`config.mk`:
```
export PLATFORM = sky130hd
export DESIGN_NAME = mbus_rx_layer
export DESIGN_NICKNAME = d
export VERILOG_FILES = /design/src/source/mbus_rx_pkg.sv /design/src/source/rx_ctrl_if.sv /design/src/source/mbus_rx_layer.sv /design/src/source/rx_frame_formatter.sv /design/src/source/rx_word_shifter.sv /design/src/source/rx_sequencer.sv /design/src/source/short_addr_register.sv /design/src/source/mbus_clk_divider.sv
export SDC_FILE = /design/constraint.sdc
export NUM_CORES = 1
export LEC_CHECK = 0
export ABC_CLOCK_PERIOD_IN_PS = 7300
export BUFFER_PORTS_ARGS = -buffer_cell sky130_fd_sc_hd__buf_2
export CAP_MARGIN = 5
export CORE_UTILIZATION = 45
export CTS_BUF_LIST = sky130_fd_sc_hd__clkbuf_4 sky130_fd_sc_hd__clkbuf_8 sky130_fd_sc_hd__clkbuf_16
export DETAILED_ROUTE_END_ITERATION = 8
export PLACE_DENSITY = 0.68
export SETUP_SLACK_MARGIN = 0.2
export SKIP_CTS_REPAIR_TIMING = 1
export SLEW_MARGIN = 30
export SYNTH_ARGS = -nofsm -noshare
export SYNTH_HDL_FRONTEND = slang
export SYNTH_SLANG_ARGS = --single-unit
```
`constraint.sdc`:
```
create_clock -name clk -period 7.3 [get_ports clk]
set_input_delay 1.825 -clock clk [delete_from_list [all_inputs] [get_ports clk]]
set_output_delay 1.825 -clock clk [all_outputs]
set_load 0.005 [all_outputs]
```
`src/source/mbus_rx_pkg.sv`:
```
package mbus_rx_pkg;

	// receive sequencer states
	typedef enum logic [2:0] {
		IDLE,
		HDR_FLAG,
		HDR_TIME,
		RX_LOAD,
		RX_SHIFT,
		RX_CHECK,
		RX_END,
		FAIL_ACK
	} rx_state_t;

	localparam int BYTE_W       = 8;
	localparam int WORD_W       = 32;
	localparam int SHORT_ADDR_W = 4;
	localparam int CTRL_W       = 2;

	// override "none" and also the invalidated register value
	localparam logic [SHORT_ADDR_W-1:0] SHORT_ADDR_NONE = 4'hF;

	// first byte of every frame
	localparam logic [BYTE_W-1:0] FRAME_FLAG = 8'h62;

	// status byte layout, upper nibble stays zero
	localparam int STATUS_FAIL_BIT  = 3;
	localparam int STATUS_BCAST_BIT = 2;
	localparam int STATUS_CTRL_LSB  = 0;

	// ack length after a failure outside a message
	localparam int FAIL_ACK_CYCLES = 3;

endpackage
```
`src/source/rx_ctrl_if.sv`:
```
`timescale 1ns/1ps

interface rx_ctrl_if;

	// commands from the sequencer
	logic start_frame;
	logic load_word;
	logic shift_byte;
	logic sel_flag;
	logic sel_time;
	logic sel_status;

	// last byte of the loaded word goes out this cycle
	logic word_empty;

	modport seq (
		output start_frame,
		output load_word,
		output shift_byte,
		output sel_flag,
		output sel_time,
		output sel_status,
		input  word_empty
	);

	modport shifter (
		input  start_frame,
		input  load_word,
		input  shift_byte,
		output word_empty
	);

	modport formatter (
		input start_frame,
		input load_word,
		input sel_flag,
		input sel_time,
		input sel_status
	);

endinterface

```
`src/source/mbus_rx_layer.sv`:
```
`timescale 1ns/1ps

module mbus_rx_layer
	import mbus_rx_pkg::*;
#(
	parameter int CLK_DIV_W = 22
) (
	input  logic                    clk,
	input  logic                    reset,
	input  logic [CLK_DIV_W-1:0]    clk_div,
	input  logic [SHORT_ADDR_W-1:0] short_addr_override,
	input  logic [WORD_W-1:0]       rx_addr,
	input  logic [WORD_W-1:0]       rx_data,
	input  logic                    rx_req,
	input  logic                    rx_fail,
	input  logic                    rx_pend,
	input  logic                    rx_broadcast,
	input  logic [CTRL_W-1:0]       ctrl_bits,
	input  logic                    addr_write,
	input  logic [SHORT_ADDR_W-1:0] addr_value,
	input  logic                    addr_invalid_n,
	input  logic [BYTE_W-1:0]       time_tag,
	output logic                    mbus_clk,
	output logic [SHORT_ADDR_W-1:0] assigned_addr,
	output logic                    assigned_addr_valid,
	output logic                    rx_ack,
	output logic                    frame_valid,
	output logic [BYTE_W-1:0]       frame_byte,
	output logic                    byte_valid,
	output logic                    incr_time
);

	logic              mbus_clk_rise;
	logic [BYTE_W-1:0] data_byte;

	rx_ctrl_if ctl ();

	mbus_clk_divider #(
		.CLK_DIV_W(CLK_DIV_W)
	) u_clk_div (
		.clk          (clk),
		.reset        (reset),
		.clk_div      (clk_div),
		.mbus_clk     (mbus_clk),
		.mbus_clk_rise(mbus_clk_rise)
	);

	short_addr_register u_short_addr (
		.clk                (clk),
		.reset              (reset),
		.mbus_clk_rise      (mbus_clk_rise),
		.short_addr_override(short_addr_override),
		.addr_write         (addr_write),
		.addr_value         (addr_value),
		.addr_invalid_n     (addr_invalid_n),
		.assigned_addr      (assigned_addr),
		.assigned_addr_valid(assigned_addr_valid)
	);

	rx_sequencer u_seq (
		.clk        (clk),
		.reset      (reset),
		.rx_req     (rx_req),
		.rx_fail    (rx_fail),
		.rx_pend    (rx_pend),
		.ctl        (ctl.seq),
		.rx_ack     (rx_ack),
		.frame_valid(frame_valid),
		.byte_valid (byte_valid),
		.incr_time  (incr_time)
	);

	rx_word_shifter u_shifter (
		.clk      (clk),
		.reset    (reset),
		.rx_addr  (rx_addr),
		.rx_data  (rx_data),
		.ctl      (ctl.shifter),
		.data_byte(data_byte)
	);

	rx_frame_formatter u_formatter (
		.clk         (clk),
		.reset       (reset),
		.rx_fail     (rx_fail),
		.rx_broadcast(rx_broadcast),
		.ctrl_bits   (ctrl_bits),
		.time_tag    (time_tag),
		.data_byte   (data_byte),
		.ctl         (ctl.formatter),
		.frame_byte  (frame_byte)
	);

endmodule

```
`src/source/rx_frame_formatter.sv`:
```
`timescale 1ns/1ps

module rx_frame_formatter
	import mbus_rx_pkg::*;
(
	input  logic              clk,
	input  logic              reset,
	input  logic              rx_fail,
	input  logic              rx_broadcast,
	input  logic [CTRL_W-1:0] ctrl_bits,
	input  logic [BYTE_W-1:0] time_tag,
	input  logic [BYTE_W-1:0] data_byte,
	rx_ctrl_if.formatter      ctl,
	output logic [BYTE_W-1:0] frame_byte
);

	logic [BYTE_W-1:0] status;
	logic [BYTE_W-1:0] word_status;

	// status bits of the word being loaded
	always_comb begin
		word_status                                        = '0;
		word_status[STATUS_FAIL_BIT]                       = rx_fail;
		word_status[STATUS_BCAST_BIT]                      = rx_broadcast;
		word_status[STATUS_CTRL_LSB +: CTRL_W]             = ctrl_bits;
	end

	// sticky across all words of one message
	always_ff @(posedge clk) begin
		if (reset || ctl.start_frame)
			status <= '0;
		else if (ctl.load_word)
			status <= status | word_status;
	end

	always_comb begin
		if (ctl.sel_flag)
			frame_byte = FRAME_FLAG;
		else if (ctl.sel_time)
			frame_byte = time_tag;
		else if (ctl.sel_status)
			frame_byte = status;
		else
			frame_byte = data_byte;
	end

endmodule

```
`src/source/rx_word_shifter.sv`:
```
`timescale 1ns/1ps

module rx_word_shifter
	import mbus_rx_pkg::*;
(
	input  logic              clk,
	input  logic              reset,
	input  logic [WORD_W-1:0] rx_addr,
	input  logic [WORD_W-1:0] rx_data,
	rx_ctrl_if.shifter        ctl,
	output logic [BYTE_W-1:0] data_byte
);

	localparam int SR_W = 2 * WORD_W;

	logic [SR_W-1:0] data_sr;
	logic [3:0]      byte_cnt;
	logic            first_word;

	// load a word, then move the next byte to the top
	always_ff @(posedge clk) begin
		if (ctl.load_word) begin
			if (first_word)
				data_sr <= {rx_addr, rx_data};
			else
				data_sr <= {rx_data, {WORD_W{1'b0}}};
		end else if (ctl.shift_byte) begin
			data_sr <= {data_sr[SR_W-BYTE_W-1:0], {BYTE_W{1'b0}}};
		end
	end

	always_ff @(posedge clk) begin
		if (reset) begin
			byte_cnt   <= '0;
			first_word <= 1'b1;
		end else begin
			if (ctl.start_frame)
				first_word <= 1'b1;
			else if (ctl.load_word)
				first_word <= 1'b0;
			// address and data on the first word, data only afterwards
			if (ctl.load_word)
				byte_cnt <= first_word ? 4'd8 : 4'd4;
			else if (ctl.shift_byte && byte_cnt != 4'd0)
				byte_cnt <= byte_cnt - 4'd1;
		end
	end

	// msb first
	assign data_byte      = data_sr[SR_W-1 -: BYTE_W];
	assign ctl.word_empty = (byte_cnt == 4'd1);

endmodule

```
`src/source/rx_sequencer.sv`:
```
`timescale 1ns/1ps

module rx_sequencer
	import mbus_rx_pkg::*;
(
	input  logic   clk,
	input  logic   reset,
	input  logic   rx_req,
	input  logic   rx_fail,
	input  logic   rx_pend,
	rx_ctrl_if.seq ctl,
	output logic   rx_ack,
	output logic   frame_valid,
	output logic   byte_valid,
	output logic   incr_time
);

	rx_state_t  state;
	rx_state_t  next_state;
	logic [1:0] req_sync;
	logic [1:0] fail_sync;
	logic       req_s;
	logic       fail_s;
	logic       req_armed;
	logic       fail_armed;
	logic       pend_q;
	logic [1:0] state_cnt;
	logic       time_done;
	logic       fail_done;

	assign req_s     = req_sync[1];
	assign fail_s    = fail_sync[1];
	assign time_done = (state_cnt == 2'd1);
	assign fail_done = (state_cnt == 2'(FAIL_ACK_CYCLES - 1));

	always_ff @(posedge clk) begin
		if (reset) begin
			state      <= IDLE;
			state_cnt  <= '0;
			req_sync   <= '0;
			fail_sync  <= '0;
			req_armed  <= 1'b0;
			fail_armed <= 1'b0;
			pend_q     <= 1'b0;
			rx_ack     <= 1'b0;
		end else begin
			req_sync  <= {req_sync[0], rx_req};
			fail_sync <= {fail_sync[0], rx_fail};
			state     <= next_state;
			if (next_state != state)
				state_cnt <= '0;
			else
				state_cnt <= state_cnt + 2'd1;
			// ack one cycle after each load, and through the failure ack
			rx_ack <= ctl.load_word || (state == FAIL_ACK);
			if (ctl.load_word)
				pend_q <= rx_pend;
			// a request counts only once it was seen low after its ack
			if (ctl.load_word)
				req_armed <= 1'b0;
			else if (!req_s)
				req_armed <= 1'b1;
			if (state == FAIL_ACK)
				fail_armed <= 1'b0;
			else if (!fail_s)
				fail_armed <= 1'b1;
		end
	end

	always_comb begin
		next_state      = state;
		ctl.start_frame = 1'b0;
		ctl.load_word   = 1'b0;
		ctl.shift_byte  = 1'b0;
		ctl.sel_flag    = 1'b0;
		ctl.sel_time    = 1'b0;
		ctl.sel_status  = 1'b0;
		frame_valid     = 1'b0;
		byte_valid      = 1'b0;
		incr_time       = 1'b0;
		case (state)
			IDLE: begin
				ctl.start_frame = 1'b1;
				if (req_s && req_armed)
					next_state = HDR_FLAG;
				else if (fail_s && fail_armed)
					next_state = FAIL_ACK;
			end
			HDR_FLAG: begin
				ctl.sel_flag = 1'b1;
				frame_valid  = 1'b1;
				byte_valid   = 1'b1;
				next_state   = HDR_TIME;
			end
			HDR_TIME: begin
				ctl.sel_time = 1'b1;
				frame_valid  = 1'b1;
				// time tag is taken on the second cycle
				if (time_done) begin
					byte_valid = 1'b1;
					incr_time  = 1'b1;
					next_state = RX_LOAD;
				end
			end
			RX_LOAD: begin
				ctl.load_word = 1'b1;
				next_state    = RX_SHIFT;
			end
			RX_SHIFT: begin
				ctl.shift_byte = 1'b1;
				frame_valid    = 1'b1;
				byte_valid     = 1'b1;
				if (ctl.word_empty)
					next_state = RX_CHECK;
			end
			RX_CHECK: begin
				if (!pend_q)
					next_state = RX_END;
				else if (req_s && req_armed)
					next_state = RX_LOAD;
			end
			RX_END: begin
				ctl.sel_status = 1'b1;
				frame_valid    = 1'b1;
				byte_valid     = 1'b1;
				next_state     = IDLE;
			end
			FAIL_ACK: begin
				if (fail_done)
					next_state = IDLE;
			end
			default: next_state = IDLE;
		endcase
	end

endmodule

```
`src/source/short_addr_register.sv`:
```
`timescale 1ns/1ps

module short_addr_register
	import mbus_rx_pkg::*;
(
	input  logic                    clk,
	input  logic                    reset,
	input  logic                    mbus_clk_rise,
	input  logic [SHORT_ADDR_W-1:0] short_addr_override,
	input  logic                    addr_write,
	input  logic [SHORT_ADDR_W-1:0] addr_value,
	input  logic                    addr_invalid_n,
	output logic [SHORT_ADDR_W-1:0] assigned_addr,
	output logic                    assigned_addr_valid
);

	// address as written by the controller
	logic [SHORT_ADDR_W-1:0] reg_addr;
	logic                    reg_valid;

	// controller side only moves on mbus clock rising edges
	always_ff @(posedge clk) begin
		if (reset) begin
			reg_addr  <= SHORT_ADDR_NONE;
			reg_valid <= 1'b0;
		end else if (mbus_clk_rise) begin
			if (addr_write) begin
				reg_addr  <= addr_value;
				reg_valid <= 1'b1;
			end else if (!addr_invalid_n) begin
				reg_addr  <= SHORT_ADDR_NONE;
				reg_valid <= 1'b0;
			end
		end
	end

	// user override wins
	always_comb begin
		if (short_addr_override != SHORT_ADDR_NONE) begin
			assigned_addr       = short_addr_override;
			assigned_addr_valid = 1'b1;
		end else begin
			assigned_addr       = reg_addr;
			assigned_addr_valid = reg_valid;
		end
	end

endmodule

```
`src/source/mbus_clk_divider.sv`:
```
`timescale 1ns/1ps

module mbus_clk_divider #(
	parameter int CLK_DIV_W = 22
) (
	input  logic                 clk,
	input  logic                 reset,
	input  logic [CLK_DIV_W-1:0] clk_div,
	output logic                 mbus_clk,
	output logic                 mbus_clk_rise
);

	logic [CLK_DIV_W-1:0] div_cnt;
	logic                 div_hit;

	assign div_hit = (div_cnt == clk_div);

	// half period is clk_div+1 cycles
	always_ff @(posedge clk) begin
		if (reset) begin
			div_cnt       <= '0;
			mbus_clk      <= 1'b0;
			mbus_clk_rise <= 1'b0;
		end else begin
			mbus_clk_rise <= div_hit && !mbus_clk;
			if (div_hit) begin
				div_cnt  <= '0;
				mbus_clk <= ~mbus_clk;
			end else begin
				div_cnt <= div_cnt + 1'b1;
			end
		end
	end

endmodule

```
==> results.cfg <==
[floorplan]
boundaryPins = 130
die_area_sq_mm = 0.0131
die_w_microns = 115
die_y_microns = 115
initial_utilization_pct = 46.9
rows = 40
coreArea_sq_mm = 0.0122

[flow_run]
cap_viol_max_count = 0

[logic_synthesis]
synth_mux_area_share_pct = 6.52
postSynthCellCount = 589
netlist_area_sq_mm = 0.00570
synth_area_per_cell_sq_um = 9.67
synthDistinctLibCells = 52
synthSimpleGateAreaFrac_pct = 20.4
ys_ff_latch = 115
yosysTopAreaCell = edfxtp_1
synth_xor_area_share_pct = 6.92
synth.area.top_cells = edfxtp_1, dfxtp_1, mux2i_1, xnor2_1, nor2_1
synth_edf_count = 64
synth_compound_gate_area_share_pct = 9.44
synth_ff_type = edfxtp_1
synth.most_common_cell = nor2_1
ys_async_sr_fraction_pct = 0
synth_top_family_by_area = simple AND/OR/NAND/NOR gates
syn-num-nets = 706
synthTopCellsByCount = nor2_1, nand2_1, edfxtp_1
synth_top_area_share_pct = 33.7
yosys_warnings = 0
yosysSeqAreaShare_pct = 51.6
synth_fa_ha_area_share_pct = 1.10

[hold_path]
whs_endpoint = u_seq.req_sync[1]
hold_depth = 1
min_from = u_seq.req_sync[0]
hp-class = register to register

[route]
wl_per_cell_microns = 13.8
wirelength_mm = 12.2
drt_iter0_drc = 254
viasPerCell = 5.06
firstDrtPassIters = 5
drc = 0
antenna_left = 0
via_count = 4479

[sta]
rsz0062_at_grt = false
period_minus_slack_ps = 4290
tns_ps = 0
relSlewSlack_pct = 44.6
finalMaxSlewViolations = 0
finalHoldViolCount = 0
setup_viol = 0
worst_slew_pin_slew_ps = 832
hold_ws_ps = 442
period_share_pct = 58.8
fin_worst_skew_ps = 5.38
fmax_mhz = 233

[status]
status = finished clean

[worst_setup_path]
reg2reg_to = u_shifter.data_sr[3]
rr_startpoint = u_seq.state[0]
crit_required_ps = 5480
rrSetupSlack_ps = 4460
start_kind = primary input
crit_fanout = 3
rr_worst_depth = 6
endpoint_kind = output port
cp.arrival_ps = 2470
crit_type = primary input to output port

[clock_network]
clkSlewWorstSetupHoldPaths_ps = 50
clock-sinks = 115
cts_tree = done
cts-root-buf = clkbuf_16
cts_buffers = 17
clk_latency_ps = 400
h-tree-depth = 4
clockBufferDepth = 2

[grt]
grt_pass1_wl_mm = 19.6
gr-total-overflow = 0
grt_start_max_net_pins = 103
grt_antenna_before_repair = 0
grt_use_total_pct = 19.4
grt_pass1_vias = 4175

[place]
io_buffers = 129
dp_cells = 853
dpl.hpwl_mm = 8.26
gp_congestion = 0.802

[cells_and_area]
area_growth_pct = 22.9
final_nets = 821
layout-drive-gt1-share_pct = 24.5
post-route-util_pct = 57.6
n_antenna_cell = 0
fin_cells = 885

[pwr]
vdd_drop_max_mv = 0.168
power_density_mw_per_mm2 = 290
power_leakage_nw = 2.95
==> final cells by class <==
cell class	instances	area, sq um
inverters	14	52.6
clock inverters	14	144
flip-flops and latches	115	2950
clock buffers	18	433
well taps	168	210
repair buffers	133	679
fillers	1081	5160
multi-input cells	423	2540
==> sequential cells by signal (all words and copies together) (netlist names), 2 cells and up <==
signal and count:
u_clk_div.div_cnt 22, u_seq.state 3, u_shifter.data_sr 64, u_seq.fail_sync 2, u_shifter.byte_cnt 4, u_seq.req_sync 2
u_formatter.status 4, u_short_addr.reg_addr 4, u_seq.state_cnt 2
==> layout by cell type, fill, tap and decap left out, types with 5 or more instances in the layout <==
cell type | Yosys | routed
buf_2 | 12 | 129
nand3_1 | 31 | 31
dfxtp_1 | 51 | 49
edfxtp_1 | 64 | 64
nand2b_1 | 6 | 6
clkinv_2 | 0 | 6
and3_1 | 11 | 11
nor2b_1 | 7 | 7
a311oi_1 | 5 | 5
nand4_1 | 7 | 7
mux2i_1 | 36 | 36
o22ai_1 | 5 | 5
nor3_1 | 15 | 15
inv_1 | 14 | 14
clkbuf_16 | 0 | 17
xor2_1 | 6 | 6
ha_1 | 5 | 5
nor2_1 | 82 | 81
o21ai_0 | 6 | 6
xnor2_1 | 39 | 39
a21oi_1 | 49 | 49
nand2_1 | 75 | 74
==> how the worst max path moves through the flow <==
| stage | startpoint | endpoint | slack [ps] | cells past startpoint |
|---|---|---|---|---|
| detailed placement | short_addr_override[1] | assigned_addr_valid | 3010 | 4 |
| floorplan | short_addr_override[3] | assigned_addr_valid | 3240 | 2 |
| finish | short_addr_override[1] | assigned_addr_valid | 3010 | 4 |
| global route | short_addr_override[1] | assigned_addr_valid | 2960 | 4 |
| CTS | short_addr_override[1] | assigned_addr_valid | 3010 | 4 |
| global placement | short_addr_override[1] | assigned_addr_valid | 3030 | 4 |
==> power breakdown <==
part           switching [W]  internal [W]  total (W)
Combinational       0.000221      0.000155   0.000376
Sequential         0.0000613      0.000793   0.000854
Clock               0.000273      0.000531   0.000804
Total               0.000555       0.00148    0.00203
==> routing by layer <==
layer,vias up,wire length (microns),GRT usage (%)
li1,2300,-,-
met1,2055,5760,25.8
met2,109,5760,30.3
met3,15,548,4.13
met4,0,160,8.57
met5,-,0,0
==> worst max-delay path: stages <==
cell     delay, ps
buf_2          100
nand2_1         80
or3_1          340
buf_2          130
==> cells by family after synthesis <==
logic type / count (synthesis)
XOR/XNOR: 45
multiplexers: 37
AO/OA/AOI/OAI: 86
flip-flops: 115
AND/OR/NAND/NOR: 250
adder cells (fa/ha/maj): 5
buffers and inverters: 51
==> metrics by stage <==
step	setup slack, ps	total power, W	area, sq um
finish	3010	0.00203	7000
global route	2960	0.00214	7000
CTS	3010	0.00205	7000
detailed placement	3010	0.00124	6420
global placement	3030	0.00123	6420
floorplan	3240	0.00111	5700
Power figures use the tool's default switching activity.
